**src/logic/vector_pkg.sv**
```systemverilog
package vector_pkg;

    parameter int XLEN        = 32;
    parameter int NUM_VREGS   = 32;
    parameter int VREG_ADDR_W = 5;

    // Instruction class from the scalar decoder
    typedef enum logic [2:0] {
        I_NONE,
        VECTOR,
        VSETVL,
        VSETVLI,
        VSETIVLI
    } instr_class_e;

    typedef enum logic [3:0] {
        V_NOP,
        V_AND,
        V_OR,
        V_XOR,
        V_ADD,
        V_SUB,
        V_SLL,
        V_SRL,
        V_SRA,
        V_MIN,
        V_MINU,
        V_MAX,
        V_MAXU
    } vector_op_e;

    // funct3 encodings of the integer categories
    typedef enum logic [2:0] {
        OPIVV = 3'b000,
        OPIVI = 3'b011,
        OPIVX = 3'b100
    } op_cat_e;

    // Codes above EW32 are reserved
    typedef enum logic [2:0] {
        EW8  = 3'b000,
        EW16 = 3'b001,
        EW32 = 3'b010
    } vsew_e;

    // Fractional and reserved codes are not listed
    typedef enum logic [2:0] {
        LMUL_1 = 3'b000,
        LMUL_2 = 3'b001,
        LMUL_4 = 3'b010,
        LMUL_8 = 3'b011
    } vlmul_e;

    typedef enum logic [1:0] {
        S_IDLE,
        S_EXEC,
        S_DRAIN
    } seq_state_e;

    ////////////////////
    // Instruction word
    ////////////////////

    typedef struct packed {
        logic [5:0] funct6;
        logic       vm;
        logic [4:0] vs2;
        logic [4:0] vs1;
        logic [2:0] funct3;
        logic [4:0] vd;
        logic [6:0] opcode;
    } varith_t;

    // Bits 31:30 carry the vsetvl and vsetivli prefixes
    typedef struct packed {
        logic [1:0] top;
        logic [9:0] zimm;
        logic [4:0] rs1;
        logic [2:0] funct3;
        logic [4:0] rd;
        logic [6:0] opcode;
    } vset_t;

    typedef union packed {
        varith_t arith;
        vset_t   vset;
    } vinstr_u;

endpackage

```
**src/logic/vector_ifs.sv**
```systemverilog
// Current vtype and vl
interface vcfg_if #(
    parameter int VLEN = 64
);
    import vector_pkg::*;

    localparam int VL_W = $clog2(VLEN + 1);

    vsew_e           sew;
    vlmul_e          lmul;
    logic [VL_W-1:0] vl;
    logic            vill;

    modport csr (output sew, lmul, vl, vill);
    modport user (input sew, lmul, vl, vill);
endinterface

// One register step of a group, issued every cycle with no back-pressure
interface vstep_if;
    import vector_pkg::*;

    logic                   issue;
    logic [2:0]             step_idx;
    logic [VREG_ADDR_W-1:0] vd_addr;
    vector_op_e             op;
    op_cat_e                op_cat;
    logic [4:0]             simm5;
    logic [XLEN-1:0]        scalar;

    modport seq (output issue, step_idx, vd_addr, op, op_cat, simm5, scalar);
    modport alu (input issue, step_idx, vd_addr, op, op_cat, simm5, scalar);
endinterface

// Two combinational read ports of the register file
interface vreg_read_if #(
    parameter int VLEN = 64
);
    import vector_pkg::*;

    logic [VREG_ADDR_W-1:0] vs1_addr;
    logic [VREG_ADDR_W-1:0] vs2_addr;
    logic [VLEN-1:0]        vs1_data;
    logic [VLEN-1:0]        vs2_data;

    modport seq (output vs1_addr, vs2_addr);
    modport rf (input vs1_addr, vs2_addr, output vs1_data, vs2_data);
    modport alu (input vs1_data, vs2_data);
endinterface

```
**src/logic/vector_csr.sv**
```systemverilog
module vector_csr #(
    parameter int VLEN = 64
) (
    input  logic                           clk,
    input  logic                           reset,
    input  vector_pkg::vinstr_u            instruction_i,
    input  vector_pkg::instr_class_e       instruction_operation_i,
    input  logic [vector_pkg::XLEN-1:0]    op1_scalar_i,
    input  logic [vector_pkg::XLEN-1:0]    op2_scalar_i,
    input  logic [vector_pkg::XLEN-1:0]    result_lo_i,
    vcfg_if.csr                            cfg,
    output logic [vector_pkg::XLEN-1:0]    res_scalar_o,
    output logic                           wr_en_scalar_o
);
    import vector_pkg::*;

    localparam int VLENB = VLEN / 8;
    localparam int VL_W  = $clog2(VLEN + 1);

    logic            is_vset;
    logic [2:0]      sew_raw;
    logic [2:0]      lmul_raw;
    logic            vill_next;
    vsew_e           sew_next;
    vlmul_e          lmul_next;
    logic [VL_W-1:0] vlmax;
    logic [VL_W-1:0] vl_next;
    logic            rd_zero;
    logic            rs1_zero;

    assign is_vset  = instruction_operation_i inside {VSETVL, VSETVLI, VSETIVLI};
    assign rd_zero  = (instruction_i.vset.rd == '0);
    assign rs1_zero = (instruction_i.vset.rs1 == '0);

    ////////////////////
    // New vtype
    ////////////////////

    always_comb begin
        if (instruction_operation_i == VSETVL) begin
            sew_raw   = op2_scalar_i[5:3];
            lmul_raw  = op2_scalar_i[2:0];
            vill_next = op2_scalar_i[XLEN-1];
        end else begin
            sew_raw   = instruction_i.vset.zimm[5:3];
            lmul_raw  = instruction_i.vset.zimm[2:0];
            vill_next = 1'b0;
        end

        // SEW 64 and up, fractional and reserved LMUL
        if (sew_raw > 3'd2 || lmul_raw > 3'd3) begin
            vill_next = 1'b1;
        end

        // Illegal vtype stores as zero apart from vill
        sew_next  = vill_next ? EW8 : vsew_e'(sew_raw);
        lmul_next = vill_next ? LMUL_1 : vlmul_e'(lmul_raw);

        vlmax = VL_W'(VLENB >> sew_next) << lmul_next;
    end

    ////////////////////
    // New vl
    ////////////////////

    always_comb begin
        if (instruction_operation_i == VSETIVLI) begin
            vl_next = VL_W'(instruction_i.vset.rs1);
        end else if (!rd_zero && rs1_zero) begin
            vl_next = vlmax;
        end else if (rd_zero && rs1_zero) begin
            vl_next = cfg.vl;
        end else if (op1_scalar_i < XLEN'(vlmax)) begin
            vl_next = VL_W'(op1_scalar_i);
        end else begin
            vl_next = vlmax;
        end

        if (vill_next) begin
            vl_next = '0;
        end
    end

    always_ff @(posedge clk) begin
        if (reset) begin
            cfg.sew  <= EW8;
            cfg.lmul <= LMUL_1;
            cfg.vl   <= '0;
            cfg.vill <= 1'b0;
        end else if (is_vset) begin
            cfg.sew  <= sew_next;
            cfg.lmul <= lmul_next;
            cfg.vl   <= vl_next;
            cfg.vill <= vill_next;
        end
    end

    // Scalar writeback to the core
    always_comb begin
        if (is_vset) begin
            res_scalar_o   = XLEN'(vl_next);
            wr_en_scalar_o = 1'b1;
        end else if (instruction_operation_i == VECTOR) begin
            res_scalar_o   = result_lo_i;
            wr_en_scalar_o = 1'b0;
        end else begin
            res_scalar_o   = '0;
            wr_en_scalar_o = 1'b0;
        end
    end

endmodule

```
**src/logic/vector_sequencer.sv**
```systemverilog
module vector_sequencer (
    input  logic                           clk,
    input  logic                           reset,
    input  vector_pkg::vinstr_u            instruction_i,
    input  vector_pkg::instr_class_e       instruction_operation_i,
    input  vector_pkg::vector_op_e         vector_operation_i,
    input  logic [vector_pkg::XLEN-1:0]    op1_scalar_i,
    vcfg_if.user                           cfg,
    vstep_if.seq                           step,
    vreg_read_if.seq                       rd,
    output logic                           hold_o
);
    import vector_pkg::*;

    seq_state_e state;
    seq_state_e next_state;
    logic [3:0] cnt;
    logic [3:0] group_len;
    logic [2:0] g;
    logic       start;

    // Registers in the group
    assign group_len = 4'd1 << cfg.lmul;

    assign start = (state == S_IDLE) && (instruction_operation_i == VECTOR);

    always_comb begin
        case (state)
            S_IDLE:  next_state = start ? S_EXEC : S_IDLE;
            S_EXEC:  next_state = (cnt < group_len) ? S_EXEC : S_DRAIN;
            S_DRAIN: next_state = S_IDLE;
            default: next_state = S_IDLE;
        endcase
    end

    always_ff @(posedge clk) begin
        if (reset) begin
            state <= S_IDLE;
            cnt   <= '0;
        end else begin
            state <= next_state;
            if (start) begin
                cnt <= 4'd1;
            end else if (state == S_EXEC) begin
                cnt <= cnt + 4'd1;
            end else begin
                cnt <= '0;
            end
        end
    end

    // Drain cycle lets the last write land with hold released
    assign hold_o = (instruction_operation_i == VECTOR) && (next_state != S_IDLE);

    ////////////////////
    // Step issue
    ////////////////////

    // Step 0 goes out in the idle cycle itself
    assign g = (state == S_EXEC) ? cnt[2:0] : 3'd0;

    assign rd.vs1_addr = instruction_i.arith.vs1 + {2'b00, g};
    assign rd.vs2_addr = instruction_i.arith.vs2 + {2'b00, g};

    assign step.issue    = start || ((state == S_EXEC) && (cnt < group_len));
    assign step.step_idx = g;
    assign step.vd_addr  = instruction_i.arith.vd + {2'b00, g};
    assign step.op       = vector_operation_i;
    assign step.op_cat   = op_cat_e'(instruction_i.arith.funct3);
    assign step.simm5    = instruction_i.arith.vs1;
    assign step.scalar   = op1_scalar_i;

endmodule

```
**src/logic/vector_regfile.sv**
```systemverilog
module vector_regfile #(
    parameter int VLEN = 64
) (
    input  logic                                 clk,
    input  logic                                 reset,
    vreg_read_if.rf                              rd,
    input  logic [VLEN/8-1:0]                    wr_be_i,
    input  logic [vector_pkg::VREG_ADDR_W-1:0]   wr_addr_i,
    input  logic [VLEN-1:0]                      wr_data_i
);
    import vector_pkg::*;

    localparam int VLENB = VLEN / 8;

    logic [VLEN-1:0] regs [NUM_VREGS];

    assign rd.vs1_data = regs[rd.vs1_addr];
    assign rd.vs2_data = regs[rd.vs2_addr];

    // v0 holds the mask and is never written
    always_ff @(posedge clk) begin
        if (reset) begin
            for (int r = 0; r < NUM_VREGS; r++) begin
                regs[r] <= '0;
            end
        end else if (wr_addr_i != '0) begin
            for (int b = 0; b < VLENB; b++) begin
                if (wr_be_i[b]) begin
                    regs[wr_addr_i][b*8 +: 8] <= wr_data_i[b*8 +: 8];
                end
            end
        end
    end

endmodule

```
**src/logic/vector_alu.sv**
```systemverilog
module vector_alu #(
    parameter int VLEN = 64
) (
    input  logic                                 clk,
    input  logic                                 reset,
    vcfg_if.user                                 cfg,
    vstep_if.alu                                 step,
    vreg_read_if.alu                             rd,
    output logic [VLEN/8-1:0]                    wr_be_o,
    output logic [vector_pkg::VREG_ADDR_W-1:0]   wr_addr_o,
    output logic [VLEN-1:0]                      wr_data_o,
    output logic [vector_pkg::XLEN-1:0]          result_lo_o
);
    import vector_pkg::*;

    localparam int VLENB = VLEN / 8;

    logic [XLEN-1:0]        imm_ext;
    logic [XLEN-1:0]        opb_src;
    logic [VLEN-1:0]        opb_rep;
    logic [VLEN-1:0]        opa;
    logic [VLEN-1:0]        opb;
    vector_op_e             op_q;
    logic [2:0]             g_q;
    logic [VREG_ADDR_W-1:0] vd_q;
    logic                   valid_q;
    logic [2:0][VLEN-1:0]   res_w;
    logic [VLEN-1:0]        lane_res;
    logic [VLENB-1:0]       be_next;

    ////////////////////
    // Operand stage
    ////////////////////

    always_comb begin
        // Shift immediates are unsigned
        if (step.op inside {V_SLL, V_SRL, V_SRA}) begin
            imm_ext = {{(XLEN-5){1'b0}}, step.simm5};
        end else begin
            imm_ext = {{(XLEN-5){step.simm5[4]}}, step.simm5};
        end

        opb_src = (step.op_cat == OPIVI) ? imm_ext : step.scalar;

        case (cfg.sew)
            EW8:     opb_rep = {(VLENB){opb_src[7:0]}};
            EW16:    opb_rep = {(VLENB/2){opb_src[15:0]}};
            default: opb_rep = {(VLENB/4){opb_src[31:0]}};
        endcase
    end

    always_ff @(posedge clk) begin
        opa  <= rd.vs2_data;
        opb  <= (step.op_cat == OPIVV) ? rd.vs1_data : opb_rep;
        op_q <= step.op;
        g_q  <= step.step_idx;
        vd_q <= step.vd_addr;
    end

    ////////////////////
    // Lanes
    ////////////////////

    // One lane set per element width and SEW picks the live one
    for (genvar w = 0; w < 3; w++) begin : g_sew
        localparam int EW = 8 << w;

        for (genvar i = 0; i < VLEN / EW; i++) begin : g_lane
            logic [EW-1:0] a;
            logic [EW-1:0] b;
            logic [EW-1:0] sum;
            logic [EW-1:0] res;
            logic [w+2:0]  shamt;
            logic          lt_s;
            logic          lt_u;

            assign a     = opa[i*EW +: EW];
            assign b     = opb[i*EW +: EW];
            assign shamt = b[w+2:0];
            assign sum   = (op_q == V_SUB) ? a + (~b + 1'b1) : a + b;
            assign lt_s  = $signed(a) < $signed(b);
            assign lt_u  = a < b;

            always_comb begin
                case (op_q)
                    V_AND:        res = a & b;
                    V_OR:         res = a | b;
                    V_XOR:        res = a ^ b;
                    V_ADD, V_SUB: res = sum;
                    V_SLL:        res = a << shamt;
                    V_SRL:        res = a >> shamt;
                    V_SRA:        res = $signed(a) >>> shamt;
                    V_MIN:        res = lt_s ? a : b;
                    V_MINU:       res = lt_u ? a : b;
                    V_MAX:        res = lt_s ? b : a;
                    V_MAXU:       res = lt_u ? b : a;
                    default:      res = '0;
                endcase
            end

            assign res_w[w][i*EW +: EW] = res;
        end
    end

    always_comb begin
        case (cfg.sew)
            EW8:     lane_res = res_w[0];
            EW16:    lane_res = res_w[1];
            default: lane_res = res_w[2];
        endcase
    end

    // Element index runs across the whole group
    always_comb begin
        for (int b = 0; b < VLENB; b++) begin
            be_next[b] = valid_q && !cfg.vill &&
                         ((int'(g_q) * (VLENB >> cfg.sew)) + (b >> cfg.sew) < int'(cfg.vl));
        end
    end

    ////////////////////
    // Result stage
    ////////////////////

    always_ff @(posedge clk) begin
        if (reset) begin
            valid_q <= 1'b0;
            wr_be_o <= '0;
        end else begin
            valid_q <= step.issue;
            wr_be_o <= be_next;
        end
    end

    always_ff @(posedge clk) begin
        wr_data_o <= lane_res;
        wr_addr_o <= vd_q;
    end

    // Unmasked result for the scalar port
    assign result_lo_o = wr_data_o[XLEN-1:0];

endmodule

```
**src/logic/vector_unit.sv**
```systemverilog
module vector_unit #(
    parameter int VLEN = 64
) (
    input  logic                           clk,
    input  logic                           reset,

    input  logic [31:0]                    instruction_i,
    input  vector_pkg::instr_class_e       instruction_operation_i,
    input  vector_pkg::vector_op_e         vector_operation_i,

    input  logic [vector_pkg::XLEN-1:0]    op1_scalar_i,
    input  logic [vector_pkg::XLEN-1:0]    op2_scalar_i,

    output logic                           hold_o,

    output logic [vector_pkg::XLEN-1:0]    res_scalar_o,
    output logic                           wr_en_scalar_o
);
    import vector_pkg::*;

    logic [VLEN/8-1:0]      wr_be;
    logic [VREG_ADDR_W-1:0] wr_addr;
    logic [VLEN-1:0]        wr_data;
    logic [XLEN-1:0]        result_lo;

    vcfg_if #(.VLEN(VLEN))      cfg_bus ();
    vstep_if                    step_bus ();
    vreg_read_if #(.VLEN(VLEN)) rd_bus ();

    vector_csr #(.VLEN(VLEN)) u_csr (
        .clk                     (clk),
        .reset                   (reset),
        .instruction_i           (instruction_i),
        .instruction_operation_i (instruction_operation_i),
        .op1_scalar_i            (op1_scalar_i),
        .op2_scalar_i            (op2_scalar_i),
        .result_lo_i             (result_lo),
        .cfg                     (cfg_bus),
        .res_scalar_o            (res_scalar_o),
        .wr_en_scalar_o          (wr_en_scalar_o)
    );

    vector_sequencer u_sequencer (
        .clk                     (clk),
        .reset                   (reset),
        .instruction_i           (instruction_i),
        .instruction_operation_i (instruction_operation_i),
        .vector_operation_i      (vector_operation_i),
        .op1_scalar_i            (op1_scalar_i),
        .cfg                     (cfg_bus),
        .step                    (step_bus),
        .rd                      (rd_bus),
        .hold_o                  (hold_o)
    );

    vector_regfile #(.VLEN(VLEN)) u_regfile (
        .clk       (clk),
        .reset     (reset),
        .rd        (rd_bus),
        .wr_be_i   (wr_be),
        .wr_addr_i (wr_addr),
        .wr_data_i (wr_data)
    );

    vector_alu #(.VLEN(VLEN)) u_alu (
        .clk         (clk),
        .reset       (reset),
        .cfg         (cfg_bus),
        .step        (step_bus),
        .rd          (rd_bus),
        .wr_be_o     (wr_be),
        .wr_addr_o   (wr_addr),
        .wr_data_o   (wr_data),
        .result_lo_o (result_lo)
    );

endmodule

```
**config.mk**
```make
export PLATFORM = sky130hd
export DESIGN_NAME = vector_unit
export DESIGN_NICKNAME = d
export VERILOG_FILES = /design/src/logic/vector_pkg.sv /design/src/logic/vector_ifs.sv /design/src/logic/vector_csr.sv /design/src/logic/vector_sequencer.sv /design/src/logic/vector_regfile.sv /design/src/logic/vector_alu.sv /design/src/logic/vector_unit.sv
export SDC_FILE = /design/constraint.sdc
export NUM_CORES = 2
export LEC_CHECK = 0
export CORE_AREA = 3 3 417 419
export CTS_CLUSTER_SIZE = 40
export DETAILED_ROUTE_END_ITERATION = 12
export DIE_AREA = 0 0 420 422
export DONT_BUFFER_PORTS = 1
export PLACE_DENSITY_LB_ADDON = 0.1
export RECOVER_POWER = 25
export REMOVE_ABC_BUFFERS = 1
export SLEW_MARGIN = 25
export SYNTH_ARGS = -nofsm -noshare
export SYNTH_HDL_FRONTEND = slang
export SYNTH_SLANG_ARGS = --single-unit
```
**constraint.sdc**
```tcl
create_clock -name clk -period 5.6 [get_ports clk]
set_clock_uncertainty 0.2 [all_clocks]
set_input_delay 0.28 -clock clk [delete_from_list [all_inputs] [get_ports clk]]
set_output_delay 0.28 -clock clk [all_outputs]
set_load 0.01 [all_outputs]
```
; ---- Word-level counts from Yosys, hierarchy flattened
; Memory sizes are Yosys's and may differ from the RTL's. A register that Yosys moved wholly into a read port is not among the register bits.
; Cells that the tools add are included.
[classes]
add_sub_neg = 54
multipliers = 1
n_lt_le_gt_ge = 40
eq_ne = 22
shift = 54
muxes = 146
bitwise = 57
reduce_logical = 30
[op_table]
columns = operator, n
row1 = case mux 16 bit (11 select lines), 4
row2 = case mux 32 bit (11 select lines), 2
row3 = case mux 8 bit (11 select lines), 8
row4 = two-way mux 32 bit, 14
row5 = adder 32 bit, 12
row6 = two-way mux 8 bit, 41
row7 = two-way mux 16 bit, 20
row8 = less-than comparator 32 x 8 -> 1 bit, 8
row9 = case mux 64 bit (2 select lines), 2
row10 = adder 16 bit, 8
row11 = adder 8 bit, 16
row12 = less-than comparator 16 bit, 8
row13 = less-than comparator 32 bit, 4
row14 = less-than comparator 8 bit, 16
row15 = two-way mux 64 bit, 2
row16 = "right shift 3 x 3 -> 32 bit, first input constant", 4
row17 = "adder 16 x 1 -> 16 bit, second input constant", 4
row18 = "adder 32 x 1 -> 32 bit, second input constant", 2
row19 = "adder 8 x 1 -> 8 bit, second input constant", 8
row20 = AND 16 bit, 4
row21 = AND 32 bit, 2
row22 = AND 8 bit, 8
row23 = inverter 16 bit, 4
row24 = inverter 32 bit, 2
row25 = other kinds (55), 201
[totals]
register_bits = 174
ram_bits = 2048
in_bits = 105
memories = 1
[memory_table]
columns = name, words, word_bits, rd, rd_ports_with_merged_regs, wr, line
row1 = u_regfile.regs, 32, 64, 2, 1, 32, vector_regfile.sv:15  ; logic [VLEN-1:0] regs [NUM_VREGS];

; ---- Logic depth before layout (Yosys ltp)
[logic_depth]
word_depth = 15
ltp_mapped = 20

; ---- Modules after synthesis
; Synthesis repeated with hierarchy kept, for this count alone.
[unflattened]
cells_unflattened = 13210
area_unflattened_um2 = 149573.5
[modules_own_cells]
columns = module, instances, cells_each, area_each_um2, seq_area_each_um2
row1 = vector_regfile, 1, 7314, 108390.2, 61499.0
row2 = vector_alu, 1, 5572, 38644.6, 4364.2
row3 = vector_csr, 1, 206, 1514.0, 280.3
row4 = vector_sequencer, 1, 118, 1024.7, 120.1

; ---- Worst setup path before layout
; OpenSTA, ideal clock, no wires.
[synth_path]
kind = register -> register
startpoint = reg u_csr.cfg.sew[2]
endpoint = reg u_alu.wr_be_o[2]
setup_time_ns = 0.115
arrival_time_ns = 4.405
required_time_ns = 5.285
slack_ns = 0.880
path_stages_with_launch = 19
path_buffers = 3
synth_period_minus_slack_ns = 4.720
path_cell_list = dfxtp_1 > or2_2 > clkbuf_1 > clkinv_1 > clkbuf_1 > clkbuf_1 > and3_1 > ha_1 > inv_1 > fa_1 > fa_1 > xnor2_1 > nand2_1 > nor2b_1 > nand2_1 > nor2_1 > xor2_1 > ha_1 > a2111oi_0
[synth_between]
elab_chain_len = 5
[synth_rtl]
columns = element, line
row1 = start: declaration, vector_ifs.sv:14  ; modport csr (output sew, lmul, vl, vill);
row2 = start signal: assignment, vector_csr.sv:91  ; cfg.sew <= sew_next;
row3 = right shift 4 x 3 -> 32 bit, vector_alu.sv:117  ; ((int'(g_q) * (VLENB >> cfg.sew)) + (b >> cfg.sew) < int'(cfg.vl));
row4 = multiplier 4 x 32 -> 32 bit, vector_alu.sv:117
row5 = adder 32 bit *, vector_alu.sv:117
row6 = less-than comparator 32 x 8 -> 1 bit *, vector_alu.sv:117
row7 = logical AND 1 bit *, vector_alu.sv:116  ; be_next[b] = valid_q && !cfg.vill &&
row8 = end signal: assignment, vector_alu.sv:131  ; wr_be_o <= be_next;
row9 = end: declaration, vector_alu.sv:9  ; output logic [VLEN/8-1:0] wr_be_o,
; Every way passes the cells marked *; elsewhere a longest branch is shown, timed or not.
; A chain may end at the register's enable or synchronous reset.

; ---- Worst setup path in the final report
[layout_path]
startpoint = in instruction_i[22]
endpoint = reg u_csr.cfg.vl[1]
[layout_between]
elab_chain_len = 13
[layout_rtl]
columns = element, line
row1 = start: declaration, vector_unit.sv:7  ; input logic [31:0] instruction_i,
row2 = two-way mux 3 bit *, vector_csr.sv:40  ; if (instruction_operation_i == VSETVL) begin
row3 = > comparator 3 x 2 -> 1 bit, vector_csr.sv:51  ; if (sew_raw > 3'd2 || lmul_raw > 3'd3) begin
row4 = logical OR 1 bit, vector_csr.sv:51
row5 = two-way mux 1 bit, vector_csr.sv:51
row6 = two-way mux 3 bit, vector_csr.sv:56  ; sew_next = vill_next ? EW8 : vsew_e'(sew_raw);
row7 = right shift 4 x 3 -> 7 bit, vector_csr.sv:59  ; vlmax = VL_W'(VLENB >> sew_next) << lmul_next;
row8 = << shifter 7 x 3 -> 7 bit, vector_csr.sv:59
row9 = less-than comparator 32 x 7 -> 1 bit, vector_csr.sv:73  ; end else if (op1_scalar_i < XLEN'(vlmax)) begin
row10 = two-way mux 7 bit, vector_csr.sv:73
row11 = two-way mux 7 bit, vector_csr.sv:71  ; end else if (rd_zero && rs1_zero) begin
row12 = two-way mux 7 bit, vector_csr.sv:69  ; end else if (!rd_zero && rs1_zero) begin
row13 = two-way mux 7 bit, vector_csr.sv:67  ; if (instruction_operation_i == VSETIVLI) begin
row14 = two-way mux 7 bit *, vector_csr.sv:79  ; if (vill_next) begin
row15 = end signal: assignment, vector_csr.sv:93  ; cfg.vl <= vl_next;
row16 = end: declaration, vector_ifs.sv:14
; Marked as above.

==> metrics.txt <==
portion of total power attributed to sequential cells=38.0%; DRC violations left=0; DIE HEIGHT=approximately 420 µm; clock sink total=approximately 1200; result of the run=finished with violations; total core area=0.171 mm²; final total power=roughly 27 mW; clk root buf=clkbuf_16; syn avg cell area=around 12 µm²; Crit path arrival time=between 5 and 6 ns; most instantiated flip-flop cell in the synthesis netlist=edfxtp_1; RSZ-0062 raised after global routing=no; number of clock buffers inserted by TritonCTS=about 140; combinational group share of total power=between 20% and 30%; number of I/O port buffers=0; # placed instances=about 8600; Achievable Freq=between 150 and 200 MHz; number of nets in the final layout=slightly below 7000; Hold Path Class=input pin to flip-flop; post-synthesis instance area=roughly 0.076 mm²; total wire length after detailed routing=between 300000 and 400000 µm; cell accounting for the most synthesized area=edfxtp_1; share of the synthesized area in the top cell type=roughly 40%; Final Hold Violating Endpoints=0; max-slew violation total from the final report=128; kind of capture point of the worst setup path=flip-flop; endpoint required time on the critical path=6.14 ns; Synth-to-Final Area Change=12.3%; most instantiated library cell after synthesis=and2_1; Post-synth ARST share=0%; count of mapped cells out of synthesis=about 6500; Via-to-Cell Ratio=roughly 6.6; Die W=about 420 µm; largest vdd supply drop=0.000348 V; global-route wire length before repair=~430000 µm; Least-Margin Pin Slew=about 2.3 ns; post-synthesis sequential area ratio=approximately 44%; proportion of total power due to net switching=between 30% and 40%; count of final setup violators=0; final worst-path setup slack=0.154 ns; wire per inst=33.8 µm; number of violations reported at the end of detailed-routing iteration 0=7751; number of enable-type register cells in the synthesized netlist=between 1000 and 1500; count of cell types in the netlist=just under 100; DIE AREA=roughly 0.18 mm²; clock share of power=between 30% and 40%; utilization of the core after routing=around half; worst setup slack after placement=between 0.5 and 0.6 ns; leakage component of the power=31.1 nW; clock edge transition at the registers on the reported setup and hold paths=roughly 0.06 ns; worst r2r path cells=10; starting utilization of the core area=between 40% and 50%; violations in the final reports=max-capacitance violations, max-slew violations; NetSw=~9 mW; worst slew margin relative to its limit=-51.3%; total via count in the routed design=around 59000; buffers from clock root to sink, at most=3; startpoint class of the critical path=input pin; count of warnings emitted by yosys=0; Placer Congestion=between 1 and 1.5; detailed-placement wirelength estimate=between 200000 and 250000 µm; insertion delay to the later sink of the worst-skew pair=0.81 ns; power per standard cell area=around 310 mW/mm²; sum of negative setup slack=0 ns; Setup Buffers After CTS=0; final period utilization=a little under 100%; Setup CP Type=input pin to flip-flop; row count=between 150 and 200; final global-route overflow total=0; worst reg2reg setup slack=about 0.34 ns; drt pass-1 iters=8; crit path max fanout=6; Internal Dissipation=~18 mW; via count of the first global-routing pass=57200; shortest period the worst path allows=5.45 ns; top cells by area in the synthesized netlist=edfxtp_1, mux4_2, and2_1, dfxtp_1, ha_1; top post-synthesis cells by count=and2_1, edfxtp_1, mux4_2; number of flip-flops and latches in the synthesized netlist=between 1000 and 1500; maximum number of pins on one net before global-route repair=roughly 180; global-route usage over all layers=between 30 and 40%; total of max-cap violations=4; fraction of final layout cells sized beyond drive strength 1=21.2%; clock tree from TritonCTS=built; post-route ant nets=0; H-tree depth=4; Cells on Worst Hold Path=1; top-level I/O count=139; count of placed standard cells in the final layout, fillers left out=8956; number of antenna violations at the first check in global routing=21
-- state kept, by name, indices dropped and copies added, names as in the netlist --
| name | flops |
|---|---|
| u_alu.op_q | 4 |
| u_csr.cfg.vl | 7 |
| u_csr.cfg.lmul | 3 |
| u_alu.g_q | 3 |
| u_csr.cfg.sew | 3 |
| u_regfile.regs | 1024 |
| u_sequencer.state | 2 |
| u_sequencer.cnt | 4 |
| u_alu.wr_be_o | 4 |
| u_alu.vd_q | 5 |
| u_alu.opb | 32 |
| u_csr.cfg.vill | 1 |
| u_alu.valid_q | 1 |
| u_alu.wr_data_o | 32 |
| u_alu.opa | 32 |
| u_alu.wr_addr_o | 5 |
-- critical path: stages --
cell	delay (ns)
dlygate4sd3_1	0.54
a2111oi_0	0.07
dlygate4sd3_1	0.58
a21oi_1	0.18
a21oi_1	0.09
or3b_2	0.47
or3_1	0.39
ha_1	0.23
nor4_1	0.16
nand2_1	0.10
a2111oi_0	0.36
o21ai_1	0.27
nor2_4	0.23
nor2_1	0.09
a211o_1	0.33
a211o_1	0.36
dlygate4sd3_1	0.60
a21oi_1	0.11
dlygate4sd3_1	0.56
-- power by group through the flow --
stage                     clock, mW  sequential, mW  combinational (mW)
after floorplan                   0            10.5                3.94
after detailed placement          0            10.3                6.81
final                          9.42            10.2                7.11
after CTS                      9.55            10.1                6.92
after global routing           9.90            10.2                7.40
after global placement            0            10.3                6.81
-- logic make-up (layout without fill, tap and decap cells) --
| kind of cell | Yosys count | after routing | synth area share (%) |
|---|---|---|---|
| AND/OR/NAND/NOR | 2385 | 2385 | 16.5 |
| AO/OA/AOI/OAI | 1207 | 1207 | 10.3 |
| flip-flops | 1162 | 1162 | 43.9 |
| multiplexers | 837 | 837 | 21.9 |
| buffers and inverters | 684 | 833 | 3.46 |
| adder cells (fa/ha/maj) | 174 | 174 | 3.00 |
| XOR/XNOR | 86 | 86 | 0.986 |
| other | 1 | 39 | 0.00491 |
-- repair_timing --
action                                  in CTS  in global routing
hold buffers                                92                  0
endpoints found under the setup margin       0                 13
hold endpoints to repair                  1090                  0
resized for setup                            0                  6
-- stage by stage --
step                      hold slack [ns]  cell area (µm²)
after floorplan                     0.108            74400
after global routing              0.00911            85800
after CTS                        0.000922            86000
final                              0.0508            85800
after detailed placement            0.110            80300
after global placement              0.110            80300
-- cell type report --
class | instances | area [µm²]
fill | 15100 | 85200
multi-input combinational | 4721 | 40600
sequential | 1162 | 33500
clock buffer | 169 | 3810
timing repair buffer | 437 | 3580
tap | 2233 | 2790
clock inverter | 85 | 930
inverter | 142 | 536
antenna | 7 | 17.5
-- final timing paths --
check / start / to
max reg2reg: u_sequencer.state[1] / u_alu.opb[7]
min reg2reg: u_alu.vd_q[1] / u_alu.wr_addr_o[1]
min: vector_operation_i[2] / u_alu.op_q[2]
max: instruction_i[22] / u_csr.cfg.vl[1]
-- layer usage --
| metal | wire [µm] | global-route usage [%] |
|---|---|---|
| met4 | 19800 | 17.8 |
| met2 | 136000 | 51.6 |
| met1 | 120000 | 46.0 |
| met5 | 110 | 0 |
| met3 | 27100 | 6.48 |
-- layout by cell type, fill, tap and decap left out, types with 52 or more instances in the layout --
cell,n
a211oi_1,73
a21oi_1,336
a221oi_1,65
and2_0,237
and2_1,803
buf_4,258
clkbuf_1,77
clkbuf_16,144
dfxtp_1,126
dlygate4sd3_1,91
edfxtp_1,1024
ha_1,157
inv_1,128
mux2_2,52
mux2i_1,120
mux4_2,665
nand2_1,411
nand3_1,68
nor2_1,484
nor3_1,64
o211ai_1,53
o21ai_0,266
or2_2,133
xnor2_1,68
Note: power is estimated with default switching activity, not from simulation.
